### src/rtl/periph_pkg.sv
package periph_pkg;

  // bus widths
  localparam int ADDR_W = 16;
  localparam int DATA_W = 32;
  localparam int STRB_W = DATA_W / 8;
  localparam int GPIO_W = 8;

  // address bits that pick a peripheral slot
  localparam int SLOT_MSB = 15;
  localparam int SLOT_LSB = 12;

  // slot 0 is gpio; 1 (old spi), 2 (old uart) and up are unmapped
  localparam logic [SLOT_MSB-SLOT_LSB:0] SLOT_GPIO = 4'd0;

  // gpio register offsets within the slot
  localparam logic [SLOT_LSB-1:0] REG_DATA_OUT   = 12'h000;
  localparam logic [SLOT_LSB-1:0] REG_OUT_EN     = 12'h004;
  localparam logic [SLOT_LSB-1:0] REG_DATA_IN    = 12'h008;
  localparam logic [SLOT_LSB-1:0] REG_IRQ_MASK   = 12'h00C;
  localparam logic [SLOT_LSB-1:0] REG_IRQ_STATUS = 12'h010;

  // axi response codes
  localparam logic [1:0] RESP_OKAY   = 2'b00;
  localparam logic [1:0] RESP_SLVERR = 2'b10;

  // slave stage FSM states
  localparam logic [1:0] ST_IDLE  = 2'd0;
  localparam logic [1:0] ST_ISSUE = 2'd1;
  localparam logic [1:0] ST_WAIT  = 2'd2;
  localparam logic [1:0] ST_RESP  = 2'd3;

endpackage

### src/rtl/axil_slave_stage.sv
`timescale 1ns/1ps

module axil_slave_stage (
  input  logic                          dev_clk,
  input  logic                          rst_n,
  input  logic                          awvalid_i,
  output logic                          awready_o,
  input  logic [periph_pkg::ADDR_W-1:0] awaddr_i,
  input  logic                          wvalid_i,
  output logic                          wready_o,
  input  logic [periph_pkg::DATA_W-1:0] wdata_i,
  input  logic [periph_pkg::STRB_W-1:0] wstrb_i,
  output logic                          bvalid_o,
  input  logic                          bready_i,
  output logic [1:0]                    bresp_o,
  input  logic                          arvalid_i,
  output logic                          arready_o,
  input  logic [periph_pkg::ADDR_W-1:0] araddr_i,
  output logic                          rvalid_o,
  input  logic                          rready_i,
  output logic [periph_pkg::DATA_W-1:0] rdata_o,
  output logic [1:0]                    rresp_o,
  output logic                          req_valid_o,
  input  logic                          req_ready_i,
  output logic                          req_write_o,
  output logic [periph_pkg::ADDR_W-1:0] req_addr_o,
  output logic [periph_pkg::DATA_W-1:0] req_wdata_o,
  output logic [periph_pkg::STRB_W-1:0] req_strb_o,
  input  logic                          rsp_valid_i,
  input  logic [periph_pkg::DATA_W-1:0] rsp_rdata_i,
  input  logic                          rsp_err_i
);
  import periph_pkg::*;

  logic [1:0]        state_q;
  logic              run_q;
  logic              aw_held_q;
  logic              w_held_q;
  logic              wr_q;
  logic [ADDR_W-1:0] addr_q;
  logic [DATA_W-1:0] wdata_q;
  logic [STRB_W-1:0] strb_q;
  logic [DATA_W-1:0] rdata_q;
  logic [1:0]        resp_q;

  logic idle;
  logic rd_first;
  logic aw_fire;
  logic w_fire;
  logic ar_fire;
  logic wr_ready;
  logic rsp_done;

  // ports stay closed until the first edge after reset
  assign idle = run_q && (state_q == ST_IDLE);

  // a read only goes first when no write half is captured yet
  assign rd_first = arvalid_i && !aw_held_q && !w_held_q;

  assign arready_o = idle && !aw_held_q && !w_held_q;
  assign awready_o = idle && !aw_held_q && !rd_first;
  assign wready_o  = idle && !w_held_q && !rd_first;

  assign aw_fire = awvalid_i && awready_o;
  assign w_fire  = wvalid_i && wready_o;
  assign ar_fire = arvalid_i && arready_o;

  assign wr_ready = (aw_held_q || aw_fire) && (w_held_q || w_fire);
  assign rsp_done = wr_q ? bready_i : rready_i;

  always_ff @(posedge dev_clk or negedge rst_n) begin
    if (!rst_n) begin
      state_q   <= ST_IDLE;
      run_q     <= 1'b0;
      aw_held_q <= 1'b0;
      w_held_q  <= 1'b0;
      wr_q      <= 1'b0;
    end else begin
      run_q <= 1'b1;
      case (state_q)
        ST_IDLE: begin
          if (ar_fire) begin
            wr_q    <= 1'b0;
            state_q <= ST_ISSUE;
          end else if (wr_ready) begin
            aw_held_q <= 1'b0;
            w_held_q  <= 1'b0;
            wr_q      <= 1'b1;
            state_q   <= ST_ISSUE;
          end else begin
            aw_held_q <= aw_held_q || aw_fire;
            w_held_q  <= w_held_q || w_fire;
          end
        end
        ST_ISSUE: begin
          if (req_ready_i) begin
            state_q <= ST_WAIT;
          end
        end
        ST_WAIT: begin
          if (rsp_valid_i) begin
            state_q <= ST_RESP;
          end
        end
        default: begin
          // hold the response until the master takes it
          if (rsp_done) begin
            state_q <= ST_IDLE;
          end
        end
      endcase
    end
  end

  always_ff @(posedge dev_clk) begin
    if (aw_fire) begin
      addr_q <= awaddr_i;
    end
    if (ar_fire) begin
      addr_q <= araddr_i;
    end
    if (w_fire) begin
      wdata_q <= wdata_i;
      strb_q  <= wstrb_i;
    end
    if (state_q == ST_WAIT && rsp_valid_i) begin
      rdata_q <= rsp_rdata_i;
      resp_q  <= rsp_err_i ? RESP_SLVERR : RESP_OKAY;
    end
  end

  assign req_valid_o = (state_q == ST_ISSUE);
  assign req_write_o = wr_q;
  assign req_addr_o  = addr_q;
  assign req_wdata_o = wdata_q;
  assign req_strb_o  = strb_q;

  assign bvalid_o = (state_q == ST_RESP) && wr_q;
  assign bresp_o  = resp_q;
  assign rvalid_o = (state_q == ST_RESP) && !wr_q;
  assign rdata_o  = rdata_q;
  assign rresp_o  = resp_q;

endmodule

### src/rtl/slot_decoder.sv
`timescale 1ns/1ps

module slot_decoder (
  input  logic                            dev_clk,
  input  logic                            rst_n,
  input  logic                            req_valid_i,
  output logic                            req_ready_o,
  input  logic                            req_write_i,
  input  logic [periph_pkg::ADDR_W-1:0]   req_addr_i,
  input  logic [periph_pkg::DATA_W-1:0]   req_wdata_i,
  input  logic [periph_pkg::STRB_W-1:0]   req_strb_i,
  output logic                            greq_valid_o,
  output logic                            greq_write_o,
  output logic [periph_pkg::SLOT_LSB-1:0] greq_offset_o,
  output logic [periph_pkg::DATA_W-1:0]   greq_wdata_o,
  output logic [periph_pkg::STRB_W-1:0]   greq_strb_o,
  input  logic                            gpio_rsp_valid_i,
  input  logic [periph_pkg::DATA_W-1:0]   gpio_rsp_rdata_i,
  input  logic                            gpio_rsp_err_i,
  output logic                            rsp_valid_o,
  output logic [periph_pkg::DATA_W-1:0]   rsp_rdata_o,
  output logic                            rsp_err_o
);
  import periph_pkg::*;

  logic gpio_hit;
  logic miss_q;
  logic err_valid_q;

  // gpio never stalls, so neither does the decoder
  assign req_ready_o = 1'b1;

  assign gpio_hit = (req_addr_i[SLOT_MSB:SLOT_LSB] == SLOT_GPIO);

  always_ff @(posedge dev_clk or negedge rst_n) begin
    if (!rst_n) begin
      greq_valid_o <= 1'b0;
      miss_q       <= 1'b0;
      err_valid_q  <= 1'b0;
    end else begin
      greq_valid_o <= req_valid_i && gpio_hit;
      miss_q       <= req_valid_i && !gpio_hit;
      // unmapped slot answers one cycle later, same as gpio
      err_valid_q  <= miss_q;
    end
  end

  always_ff @(posedge dev_clk) begin
    if (req_valid_i) begin
      greq_write_o  <= req_write_i;
      greq_offset_o <= req_addr_i[SLOT_LSB-1:0];
      greq_wdata_o  <= req_wdata_i;
      greq_strb_o   <= req_strb_i;
    end
  end

  // merge own error with gpio response
  assign rsp_valid_o = gpio_rsp_valid_i || err_valid_q;
  assign rsp_rdata_o = err_valid_q ? '0 : gpio_rsp_rdata_i;
  assign rsp_err_o   = err_valid_q || gpio_rsp_err_i;

endmodule

### src/rtl/gpio_regs.sv
`timescale 1ns/1ps

module gpio_regs (
  input  logic                            dev_clk,
  input  logic                            rst_n,
  input  logic                            greq_valid_i,
  input  logic                            greq_write_i,
  input  logic [periph_pkg::SLOT_LSB-1:0] greq_offset_i,
  input  logic [periph_pkg::DATA_W-1:0]   greq_wdata_i,
  input  logic [periph_pkg::STRB_W-1:0]   greq_strb_i,
  input  logic [periph_pkg::GPIO_W-1:0]   gpio_i,
  output logic                            rsp_valid_o,
  output logic [periph_pkg::DATA_W-1:0]   rsp_rdata_o,
  output logic                            rsp_err_o,
  output logic [periph_pkg::GPIO_W-1:0]   gpio_o,
  output logic [periph_pkg::GPIO_W-1:0]   gpio_oe_o,
  output logic                            irq_o
);
  import periph_pkg::*;

  logic [GPIO_W-1:0] data_out_q;
  logic [GPIO_W-1:0] out_en_q;
  logic [GPIO_W-1:0] irq_mask_q;
  logic [GPIO_W-1:0] irq_status_q;
  logic [GPIO_W-1:0] sync1_q;
  logic [GPIO_W-1:0] sync2_q;
  logic [GPIO_W-1:0] prev_q;

  logic [GPIO_W-1:0] bit_en;
  logic [GPIO_W-1:0] wbits;
  logic [GPIO_W-1:0] rise;
  logic [GPIO_W-1:0] status_clr;
  logic              wr_en;
  logic              sel_data_out;
  logic              sel_out_en;
  logic              sel_mask;
  logic              sel_status;
  logic [DATA_W-1:0] rd_data;
  logic              rd_err;

  // byte strobe spread over the pin bits
  always_comb begin
    for (int i = 0; i < GPIO_W; i++) begin
      bit_en[i] = greq_strb_i[i/8];
    end
  end

  assign wbits = greq_wdata_i[GPIO_W-1:0];
  assign wr_en = greq_valid_i && greq_write_i;

  always_comb begin
    sel_data_out = 1'b0;
    sel_out_en   = 1'b0;
    sel_mask     = 1'b0;
    sel_status   = 1'b0;
    rd_data      = '0;
    rd_err       = 1'b0;
    case (greq_offset_i)
      REG_DATA_OUT: begin
        sel_data_out           = 1'b1;
        rd_data[GPIO_W-1:0] = data_out_q;
      end
      REG_OUT_EN: begin
        sel_out_en             = 1'b1;
        rd_data[GPIO_W-1:0] = out_en_q;
      end
      REG_DATA_IN: begin
        rd_data[GPIO_W-1:0] = sync2_q;
      end
      REG_IRQ_MASK: begin
        sel_mask               = 1'b1;
        rd_data[GPIO_W-1:0] = irq_mask_q;
      end
      REG_IRQ_STATUS: begin
        sel_status             = 1'b1;
        rd_data[GPIO_W-1:0] = irq_status_q;
      end
      default: begin
        rd_err = 1'b1;
      end
    endcase
  end

  // rising edge of the synchronised input
  assign rise = sync2_q & ~prev_q;

  // write one to clear
  assign status_clr = (wr_en && sel_status) ? (wbits & bit_en) : '0;

  always_ff @(posedge dev_clk or negedge rst_n) begin
    if (!rst_n) begin
      data_out_q   <= '0;
      out_en_q     <= '0;
      irq_mask_q   <= '0;
      irq_status_q <= '0;
      sync1_q      <= '0;
      sync2_q      <= '0;
      prev_q       <= '0;
      rsp_valid_o  <= 1'b0;
    end else begin
      sync1_q <= gpio_i;
      sync2_q <= sync1_q;
      prev_q  <= sync2_q;
      if (wr_en && sel_data_out) begin
        data_out_q <= (data_out_q & ~bit_en) | (wbits & bit_en);
      end
      if (wr_en && sel_out_en) begin
        out_en_q <= (out_en_q & ~bit_en) | (wbits & bit_en);
      end
      if (wr_en && sel_mask) begin
        irq_mask_q <= (irq_mask_q & ~bit_en) | (wbits & bit_en);
      end
      // a new edge wins over a clear in the same cycle
      irq_status_q <= (irq_status_q & ~status_clr) | rise;
      rsp_valid_o  <= greq_valid_i;
    end
  end

  always_ff @(posedge dev_clk) begin
    if (greq_valid_i) begin
      rsp_rdata_o <= rd_data;
      rsp_err_o   <= rd_err;
    end
  end

  assign gpio_o    = data_out_q;
  assign gpio_oe_o = out_en_q;
  assign irq_o     = |(irq_status_q & irq_mask_q);

endmodule

### src/rtl/periph_top.sv
`timescale 1ns/1ps

module periph_top (
  input  logic                          dev_clk,
  input  logic                          rst_n,
  input  logic                          awvalid_i,
  output logic                          awready_o,
  input  logic [periph_pkg::ADDR_W-1:0] awaddr_i,
  input  logic                          wvalid_i,
  output logic                          wready_o,
  input  logic [periph_pkg::DATA_W-1:0] wdata_i,
  input  logic [periph_pkg::STRB_W-1:0] wstrb_i,
  output logic                          bvalid_o,
  input  logic                          bready_i,
  output logic [1:0]                    bresp_o,
  input  logic                          arvalid_i,
  output logic                          arready_o,
  input  logic [periph_pkg::ADDR_W-1:0] araddr_i,
  output logic                          rvalid_o,
  input  logic                          rready_i,
  output logic [periph_pkg::DATA_W-1:0] rdata_o,
  output logic [1:0]                    rresp_o,
  input  logic [periph_pkg::GPIO_W-1:0] gpio_i,
  output logic [periph_pkg::GPIO_W-1:0] gpio_o,
  output logic [periph_pkg::GPIO_W-1:0] gpio_oe_o,
  output logic                          irq_o
);
  import periph_pkg::*;

  // request link
  logic              req_valid;
  logic              req_ready;
  logic              req_write;
  logic [ADDR_W-1:0] req_addr;
  logic [DATA_W-1:0] req_wdata;
  logic [STRB_W-1:0] req_strb;

  // decoded gpio link
  logic                greq_valid;
  logic                greq_write;
  logic [SLOT_LSB-1:0] greq_offset;
  logic [DATA_W-1:0]   greq_wdata;
  logic [STRB_W-1:0]   greq_strb;

  logic              gpio_rsp_valid;
  logic [DATA_W-1:0] gpio_rsp_rdata;
  logic              gpio_rsp_err;

  // merged response link
  logic              rsp_valid;
  logic [DATA_W-1:0] rsp_rdata;
  logic              rsp_err;

  axil_slave_stage u_axil_slave_stage (
    .dev_clk     (dev_clk),
    .rst_n       (rst_n),
    .awvalid_i   (awvalid_i),
    .awready_o   (awready_o),
    .awaddr_i    (awaddr_i),
    .wvalid_i    (wvalid_i),
    .wready_o    (wready_o),
    .wdata_i     (wdata_i),
    .wstrb_i     (wstrb_i),
    .bvalid_o    (bvalid_o),
    .bready_i    (bready_i),
    .bresp_o     (bresp_o),
    .arvalid_i   (arvalid_i),
    .arready_o   (arready_o),
    .araddr_i    (araddr_i),
    .rvalid_o    (rvalid_o),
    .rready_i    (rready_i),
    .rdata_o     (rdata_o),
    .rresp_o     (rresp_o),
    .req_valid_o (req_valid),
    .req_ready_i (req_ready),
    .req_write_o (req_write),
    .req_addr_o  (req_addr),
    .req_wdata_o (req_wdata),
    .req_strb_o  (req_strb),
    .rsp_valid_i (rsp_valid),
    .rsp_rdata_i (rsp_rdata),
    .rsp_err_i   (rsp_err)
  );

  slot_decoder u_slot_decoder (
    .dev_clk          (dev_clk),
    .rst_n            (rst_n),
    .req_valid_i      (req_valid),
    .req_ready_o      (req_ready),
    .req_write_i      (req_write),
    .req_addr_i       (req_addr),
    .req_wdata_i      (req_wdata),
    .req_strb_i       (req_strb),
    .greq_valid_o     (greq_valid),
    .greq_write_o     (greq_write),
    .greq_offset_o    (greq_offset),
    .greq_wdata_o     (greq_wdata),
    .greq_strb_o      (greq_strb),
    .gpio_rsp_valid_i (gpio_rsp_valid),
    .gpio_rsp_rdata_i (gpio_rsp_rdata),
    .gpio_rsp_err_i   (gpio_rsp_err),
    .rsp_valid_o      (rsp_valid),
    .rsp_rdata_o      (rsp_rdata),
    .rsp_err_o        (rsp_err)
  );

  gpio_regs u_gpio_regs (
    .dev_clk       (dev_clk),
    .rst_n         (rst_n),
    .greq_valid_i  (greq_valid),
    .greq_write_i  (greq_write),
    .greq_offset_i (greq_offset),
    .greq_wdata_i  (greq_wdata),
    .greq_strb_i   (greq_strb),
    .gpio_i        (gpio_i),
    .rsp_valid_o   (gpio_rsp_valid),
    .rsp_rdata_o   (gpio_rsp_rdata),
    .rsp_err_o     (gpio_rsp_err),
    .gpio_o        (gpio_o),
    .gpio_oe_o     (gpio_oe_o),
    .irq_o         (irq_o)
  );

endmodule

### config.mk
export PLATFORM = sky130hd
export DESIGN_NAME = periph_top
export DESIGN_NICKNAME = d
export VERILOG_FILES = /design/src/rtl/periph_pkg.sv /design/src/rtl/axil_slave_stage.sv /design/src/rtl/slot_decoder.sv /design/src/rtl/gpio_regs.sv /design/src/rtl/periph_top.sv
export SDC_FILE = /design/constraint.sdc
export NUM_CORES = 1
export LEC_CHECK = 0
export ABC_AREA = 1
export BUFFER_PORTS_ARGS = -buffer_cell sky130_fd_sc_hd__buf_2
export CAP_MARGIN = 20
export CORE_UTILIZATION = 45
export DETAILED_ROUTE_END_ITERATION = 12
export PLACE_DENSITY = 0.65
export SYNTH_ARGS = -nofsm -noshare
export SYNTH_HDL_FRONTEND = slang
export SYNTH_HIERARCHICAL = 1
export SYNTH_SLANG_ARGS = --single-unit
### constraint.sdc
create_clock -name dev_clk -period 2.9 [get_ports dev_clk]
set_input_delay 0 -clock dev_clk [delete_from_list [all_inputs] [get_ports dev_clk]]
set_output_delay 0 -clock dev_clk [all_outputs]
set_load 0.01 [all_outputs]
# == Word level (Yosys, flattened, before mapping) ==
# Index checks and enable logic that the tools add are counted.
# word_totals
ff_bits,132
# op_classes
muxes,20
reduce_logical,42
n_bitwise,15
eq_ne,9
# ops
cell,n
8-bit AND,7
8-bit case mux with 5 select lines,1
16-bit 2-to-1 mux,2
8-bit bitwise OR,4
12-bit by 4-bit equality test with 1-bit output (second input constant),2
8-bit NOT,3
1-bit logical AND,22
12-bit by 3-bit equality test with 1-bit output (second input constant),1
12-bit by 5-bit equality test with 1-bit output (second input constant),1
12-bit logical NOT,1
1-bit 2-to-1 mux,10
2-bit 2-to-1 mux,5
8-bit 2-to-1 mux,1
8-bit OR reduction,1
2-bit case mux with 3 select lines,1
1-bit logical NOT,5
5-bit OR reduction,1
2-bit equality test (second input constant),2
4-bit logical NOT,1
1-bit logical OR,4
2-bit AND reduction,2
2-bit nonzero test,2
4-bit nonzero test,1
3-bit by 1-bit != test with 1-bit output (second input constant),1
5 further kinds,5

# == Depth between registers and ports, before layout ==
# Gate-level depths: netlist (run 1).
# depth
depth_word,11
mapped_depth,11

# == Hierarchy ==
# Netlist (run 1), hierarchy kept.
# by_module_without_submodules
module,cells_per_inst,seq_area_each_um2,instances,area_per_inst_um2
axil_slave_stage,205,2702.6,1,3246.9
gpio_regs,296,1696.6,1,2967.8
slot_decoder,130,1546.5,1,1879.3

# == Worst setup path before layout (run 1) ==
# Ideal clock, no wire load.
# synth_timing
path_type,register to register
start,register u_axil_slave_stage.state_q[1]
end,register u_axil_slave_stage.state_q[0]
path_slack_ps,518
t_required_ps,2783
n_path_buf,0
arrival_time_ps,2266
stages_incl_launch_ff,8
synth_period_minus_slack_ps,2382
path_cell_list,dfrtp_1 > inv_1 > ha_1 > nor2_1 > a21oi_1 > nand2_1 > nand2_1 > nand2_1
# synth_via
elab_cells_between_ends,21
cone_classes,eq/ne (4); mux (2); reduce/logical (15)
# synth_rtl
item,line_no,source
"start, declared",axil_slave_stage.sv:35,logic [1:0] state_q;
"start signal, assigned",axil_slave_stage.sv:73,state_q <= ST_IDLE;
"start signal, assigned",axil_slave_stage.sv:84,state_q <= ST_ISSUE;
"start signal, assigned",axil_slave_stage.sv:89,state_q <= ST_ISSUE;
2-bit by 1-bit equality test with 1-bit output (*),n/a,
named net req_valid,periph_top.sv:31,logic req_valid;
4-bit nonzero test (no source line),n/a,
3-bit AND reduction (no source line),n/a,
# Mark *: on every way through the listed nets, which the timed path passes. The rest lies on a longest branch.
# A chain may end at the register's enable or synchronous reset.

# == Worst setup path after layout (run 1) ==
# layout_timing
start,register u_axil_slave_stage.state_q[0]
end,"register u_axil_slave_stage.addr_q[3], in the netlist u_axil_slave_stage/req_addr_o[3], data pin"
# layout_via
elab_chain_cells,6
# layout_rtl
item,line_no,source
2-bit logical NOT,axil_slave_stage.sv:55,assign idle = run_q && (state_q == ST_IDLE);
1-bit logical AND,axil_slave_stage.sv:55,
1-bit logical AND (2 in a row),axil_slave_stage.sv:60,assign arready_o = idle && !aw_held_q && !w_held_q;
1-bit logical AND,axil_slave_stage.sv:66,assign ar_fire = arvalid_i && arready_o;
16-bit 2-to-1 mux,axil_slave_stage.sv:119,if (ar_fire) begin
"end signal, assigned",axil_slave_stage.sv:117,addr_q <= awaddr_i;
"end signal, assigned",axil_slave_stage.sv:120,addr_q <= araddr_i;
"end, declared",axil_slave_stage.sv:40,logic [ADDR_W-1:0] addr_q;
# Every way passes these cells.

==> qor.csv, run 1 <==
stage;metric;value;unit
place;DP Area;7030;um2
power;Pleak;0.00371;uW
clocking;CTS root buffer;clkbuf_16;
finish;Fillers;1133;
die;Die X;122;um
finish;layout cells sized above 1;24.5;%
power;Int Pwr;4450;uW
setup_path;RR Endpoint;u_axil_slave_stage/req_addr_o[3];
clocking;clk_lat worst skew;0.42;ns
sta;clock skew;0.00681;ns
global_route;first-pass GRT wire length;19200;um
synthesis;Avg Inst Size Synth;11.2;um2
drt;wire per inst;12.2;um
clocking;htree depth;4;
setup_path;Setup crit start kind;register;
die;row count;43;
drt;drc violations;0;
place;Setup WS pre-CTS;0.614;ns
drt;via count;4237;
sta;count of pins over their slew limit;0;
drt;DR vias/cell;4.52;
power;part of the power in the clock network;35.8;%
sta;Worst-Margin Slew;0.689;ns
setup_path;R2R cell count;10;
sta;RSZ-0062 raised after global routing;no;
die;Core ar.;13900;um2
finish;post-route cell area;8150;um2
drt;final wirelength;11500;um
sta;Fin Setup TNS;0;ns
die;IO Pins;141;
global_route;grt ovf;0;
place;routability cong.;0.861;
power;P_sw;1670;uW
sta;Final min period;2.39;ns
power;sequential power share;46.8;%
clocking;buffer count from post-CTS setup fixing;0;
setup_path;WP data required;3.06;ns
setup_path;CP endpoint kind;register;
finish;Nets;832;
sta;Rel. slew slack;54.1;%
finish;n_diodes;0;
run_status;outcome;finished, final reports clean;
clocking;hold buffers post-CTS;51;
power;Peak supply drop;413;uV
power;Comb power frac;17.3;%
setup_path;Crit Path Category;reg -> reg;
flow_run;total of max-cap violations;0;
setup_path;crit path cell chain;inv_1 -> ha_1 -> nand2_2 -> nor2_4 -> inv_2 -> nor2_8 -> inv_4 -> nand2_1 -> nand2_1 -> dlygate4sd3_1;
drt;1st-iter DRT viols;263;
power;Sw Ratio;27.3;%
sta;setup ws final;0.506;ns
die;starting density of the core;46.4;%
synthesis;Mapped Cells;577;
drt;Final ANT Viol Nets;0;
setup_path;origin of the worst setup path;u_axil_slave_stage/state_q[0];
power;Design Power;6120;uW
die;die outline area;14900;um2
global_route;vias in the first global route;4108;
setup_path;slowest CP cell;dlygate4sd3_1;
setup_path;CP endpoint;u_axil_slave_stage/req_addr_o[3];
global_route;largest net degree at the start of global routing;34;
setup_path;CP max stage delay;0.57;ns
power;Pwr Density;751;nW/um2
sta;final period utilization;82.5;%
synthesis;Warnings, synthesis;6;
setup_path;Worst R2R Start;u_axil_slave_stage/state_q[0];
die;die height;122;um
clocking;clock transition at the registers of the reported paths;0.06;ns
sta;Final Hold Vio Count;0;
setup_path;CP arrival;2.56;ns
clocking;CTS tree;done;
clocking;total CTS buffers;17;
global_route;antenna violations before repair;0;
finish;final std cells w/o fill;938;
setup_path;r2r setup slk;0.51;ns
clocking;Bufs on Longest Clock Path;2;
clocking;post_cts resized;0;
clocking;# clock sinks;155;
finish;Area Overhead vs Synth;25.9;%
global_route;total global-route track usage;17.3;%
setup_path;maximum fanout along the worst path;18;
drt;Initial DRT Pass Iterations;4;
sta;Setup Viol. Count Final;0;
synthesis;Cell Area, Synth;6470;um2
place;Detail Placement HPWL;7900;um
place;placed insts;855;
sta;FMAX;0.418;GHz
min_path;Hold Path Class;in -> reg;
place;Buffers on Ports;111;
setup_path;most frequent CP cell;nand2_1;
## worst min path at each step
stage / cells after the start / slack (ns) / endpoint / startpoint
6_report: 6 / 0.05 / u_axil_slave_stage/aw_held_q / wvalid_i
5_1_grt: 5 / 0.09 / u_axil_slave_stage/w_held_q / wvalid_i
4_1_cts: 6 / 0.03 / u_axil_slave_stage/aw_held_q / wvalid_i
3_5_place_dp: 1 / 0.08 / asynchronous set/reset pin / rst_n
3_3_place_gp: 1 / 0.07 / asynchronous set/reset pin / rst_n
2_1_floorplan: 0 / -0.30 / u_axil_slave_stage/aw_held_q / rst_n
## final cells by class
type,instances,area (um2),share of cell area (%)
clock buffer,21,503,6.17
clock inverter,11,103,1.26
inverter,75,284,3.49
multi-input combinational,328,1600,19.6
sequential,155,4320,53.1
tap,180,225,2.76
timing repair buffer,168,1110,13.6
## critical path: cells and delay by family, from the launching register on
kind                     cells  cell delay, ns
flip-flops                   1            0.42
buffers and inverters        4            0.90
adder cells (fa/ha/maj)      1            0.22
AND/OR/NAND/NOR              5            0.60
## power groups by stage
| stage | registers [uW] | clock network [uW] | logic (uW) |
|---|---|---|---|
| floorplan | 2910 | 0 | 721 |
| global placement | 2900 | 0 | 926 |
| detailed placement | 2910 | 0 | 964 |
| CTS | 2870 | 2260 | 1060 |
| global route | 2900 | 2350 | 1210 |
| finish | 2870 | 2190 | 1060 |
## metrics by stage
stage / hold WS, ns / utilization (%)
finish: 0.0527 / 58.5
global route: 0.0880 / 58.5
CTS: 0.0252 / 58.5
detailed placement: 0.0844 / 50.5
global placement: 0.0713 / 50.5
floorplan: -0.296 / -
## placed cells by master, fill, tap and decap left out, types with 3 or more instances in the layout
cell	count
a21oi_1	3
edfxtp_1	89
clkinv_2	3
dfrtp_1	66
nand2_2	5
clkbuf_16	19
conb_1	28
buf_4	6
ha_1	4
o21ai_2	16
dlygate4sd3_1	51
nor2_4	6
inv_6	4
buf_2	111
inv_1	72
o21ai_1	16
nor2_1	51
nand2_1	128
nand3_1	47
nand4_1	6
## per-layer routing
| layer | share of wire [%] | up-vias | track usage [%] | routed length, um |
|---|---|---|---|---|
| met5 | 0 | - | 0 | 0 |
| met4 | 2.4 | 0 | 8.49 | 272 |
| met3 | 5.6 | 23 | 4.40 | 642 |
| li1 | - | 2155 | - | - |
| met1 | 44 | 1941 | 22.2 | 5020 |
| met2 | 48 | 118 | 27.3 | 5540 |
Power figures use the tool's default switching activity.
==> run 2: changes to the inputs <==
Clock period 2.9 ns to 2.3 ns, I/O delays scaled along.
==> run 2 against run 1 <==
Compared with the run above: sequential power up 26%; routed wire length up 5.5%; critical path depth down 1; fmax up 16%; register-to-register slack worse by 0.27 ns; sequential cell count unchanged; critical path type unchanged; largest cell class unchanged.
==> qor.csv, run 2 (synthesis gave the netlist of run 1 again) <==
stage;metric;value;unit;change
finish;area occupied by multi-input gates;1600;um2;unchanged
place;Detail Placement HPWL;8000;um;+1.2%
drt;wire per inst;12.9;um;+5.3%
sta;Fin Setup TNS;0;ns;unchanged
global_route;Most Used Layer, Global Route;met2;;
sta;Final Hold Vio Count;0;;unchanged
setup_path;CP arrival;2.18;ns;-0.38 ns
run_status;outcome;finished, final reports clean;;
setup_path;RR Endpoint;u_axil_slave_stage/req_addr_o[5];;
min_path;Hold Path Class;in -> reg;;
clocking;CTS root buffer;clkbuf_16;;
setup_path;WP data required;2.41;ns;-0.65 ns
sta;clock skew;0.00860;ns;+0.00179 ns
finish;most frequent cells in the layout;nand2_1, buf_2, edfxtp_1;;
sta;Worst-Margin Slew;0.801;ns;+0.112 ns
finish;Area Overhead vs Synth;26.3;%;
sta;FMAX;0.483;GHz;+16%
drt;drc violations;0;;unchanged
sta;Rel. slew slack;46.6;%;-7.5 points
finish;final std cells w/o fill;940;;+0.21%
min_path;Hold Crit Depth;6;;unchanged
clocking;total CTS buffers;17;;unchanged
global_route;grt ovf;0;;unchanged
global_route;met3 usage;4.45;%;+0.047 points
finish;Seq. cell area;4320;um2;unchanged
sta;Final min period;2.07;ns;-0.326 ns
setup_path;Crit Path Category;reg -> reg;;
die;die height;122;um;unchanged
global_route;first-pass GRT wire length;19700;um;+2.5%
global_route;total global-route track usage;17.9;%;+0.59 points
global_route;antenna violations before repair;1;;+1
clocking;clock transition at the registers of the reported paths;0.06;ns;about the same
power;Pleak;0.00372;uW;+0.28%
die;starting density of the core;46.4;%;unchanged
power;Pwr Density;935;nW/um2;+24%
min_path;hold path startpoint;wvalid_i;;
sta;final period utilization;89.9;%;+7.4 points
die;IO Pins;141;;unchanged
drt;1st-iter DRT viols;317;;+21%
global_route;largest net degree at the start of global routing;35;;+2.9%
finish;layout cells sized above 1;24.8;%;+0.23 points
min_path;Hold Path Sink;u_axil_slave_stage/aw_held_q;;
clocking;clk_lat worst skew;0.42;ns;about the same
place;routability cong.;0.856;;-0.57%
clocking;# clock sinks;155;;unchanged
setup_path;CP endpoint kind;register;;
finish;Fillers;1135;;+0.18%
finish;commonest non-fill, non-tap cell in the layout;nand2_1;;
die;Die X;122;um;unchanged
clocking;Bufs on Longest Clock Path;2;;unchanged
setup_path;maximum fanout along the worst path;18;;unchanged
global_route;met2 Resource Use GR;28.5;%;+1.2 points
sta;Setup Viol. Count Final;0;;unchanged
setup_path;r2r setup slk;0.23;ns;-0.27 ns
sta;count of pins over their slew limit;0;;unchanged
drt;Final ANT Viol Nets;0;;unchanged
sta;RSZ-0062 raised after global routing;no;;
clocking;htree depth;4;;unchanged
die;Core ar.;13900;um2;unchanged
place;Buffers on Ports;111;;unchanged
finish;fin util;58.7;%;+0.20 points
global_route;GR met1 Demand/Resource;22.3;%;+0.066 points
setup_path;R2R cell count;9;;-1
setup_path;Setup crit start kind;register;;
drt;final wirelength;12100;um;+5.5%
flow_run;total of max-cap violations;0;;unchanged
drt;via count;4320;;+2.0%
global_route;vias in the first global route;4100;;-0.19%
clocking;CTS tree;done;;
die;die outline area;14900;um2;unchanged
drt;Initial DRT Pass Iterations;5;;+1
setup_path;origin of the worst setup path;u_axil_slave_stage/state_q[0];;
drt;DR vias/cell;4.60;;+1.7%
finish;Nets;833;;+0.12%
power;Peak supply drop;471;uV;+14%
place;placed insts;856;;+0.12%
setup_path;Worst R2R Start;u_axil_slave_stage/state_q[0];;
die;row count;43;;unchanged
clocking;buffer count from post-CTS setup fixing;0;;unchanged
==> run 2: cell count changes in the layout (fill, tap and decap cells not counted), sizes merged <==
cell	change
bufinv	-1
diode	+1
clkinvlp	-1
buf	+1
clkbuf	-1
clkinv	+3
==> run 2: area by class of cell <==
cell class	count	share of cell area, %
antenna	1	0.0306
clock buffer	20	6.12
clock inverter	12	1.19
inverter	75	3.47
multi-input combinational	328	19.6
sequential	155	52.9
tap	180	2.75
timing repair buffer	169	14.0
==> run 2: per-stage QoR <==
step | worst slack, ns | hold slack, ns | area (um2) | total power, uW
2_1_floorplan | 0.339 | -0.296 | 6560 | 4580
3_3_place_gp | 0.381 | 0.109 | 7070 | 4830
3_5_place_dp | 0.293 | 0.110 | 7070 | 4910
4_1_cts | 0.244 | 0.0467 | 8170 | 7710
5_1_grt | 0.105 | 0.0915 | 8180 | 8030
6_report | 0.232 | 0.0686 | 8180 | 7640
==> run 2: what timing repair did <==
action,CTS,global route
gates resized for setup,0,0
hold buffers,51,0
setup endpoints to repair,0,0
hold endpoints to repair,68,0
==> run 2: report_power, final <==
part           switching (uW)  total, uW  leakage, uW  internal, uW
logic                     895       1330      0.00180           432
clock network            1110       2710     0.000299          1590
registers                 157       3610      0.00162          3450
total                    2160       7640      0.00372          5480
==> run 2: how the worst max path moves through the flow <==
stage | slack (ns) | end | cells past startpoint
6_report | 0.23 | u_axil_slave_stage/req_addr_o[5] | 9
5_1_grt | 0.10 | u_axil_slave_stage/req_addr_o[5] | 9
4_1_cts | 0.24 | u_axil_slave_stage/req_addr_o[11] | 9
3_5_place_dp | 0.29 | u_axil_slave_stage/req_addr_o[9] | 9
3_3_place_gp | 0.38 | u_axil_slave_stage/req_addr_o[9] | 9
2_1_floorplan | 0.34 | u_axil_slave_stage/req_addr_o[0] | 9
==> run 2: routing by layer <==
layer  routed length (um)  vias to the layer above
met3                  619                       32
met5                    0                        -
met1                 5390                     1975
li1                     -                     2156
met4                  313                        0
met2                 5790                      157
==> run 2: critical path: stages (launching register included) <==
cell     delay [ns]
dfrtp_1        0.42
inv_1          0.12
ha_1           0.25
nand2_2        0.10
nor2_4         0.10
inv_2          0.08
nor2_8         0.24
inv_4          0.15
nand2_1        0.08
buf_4          0.23
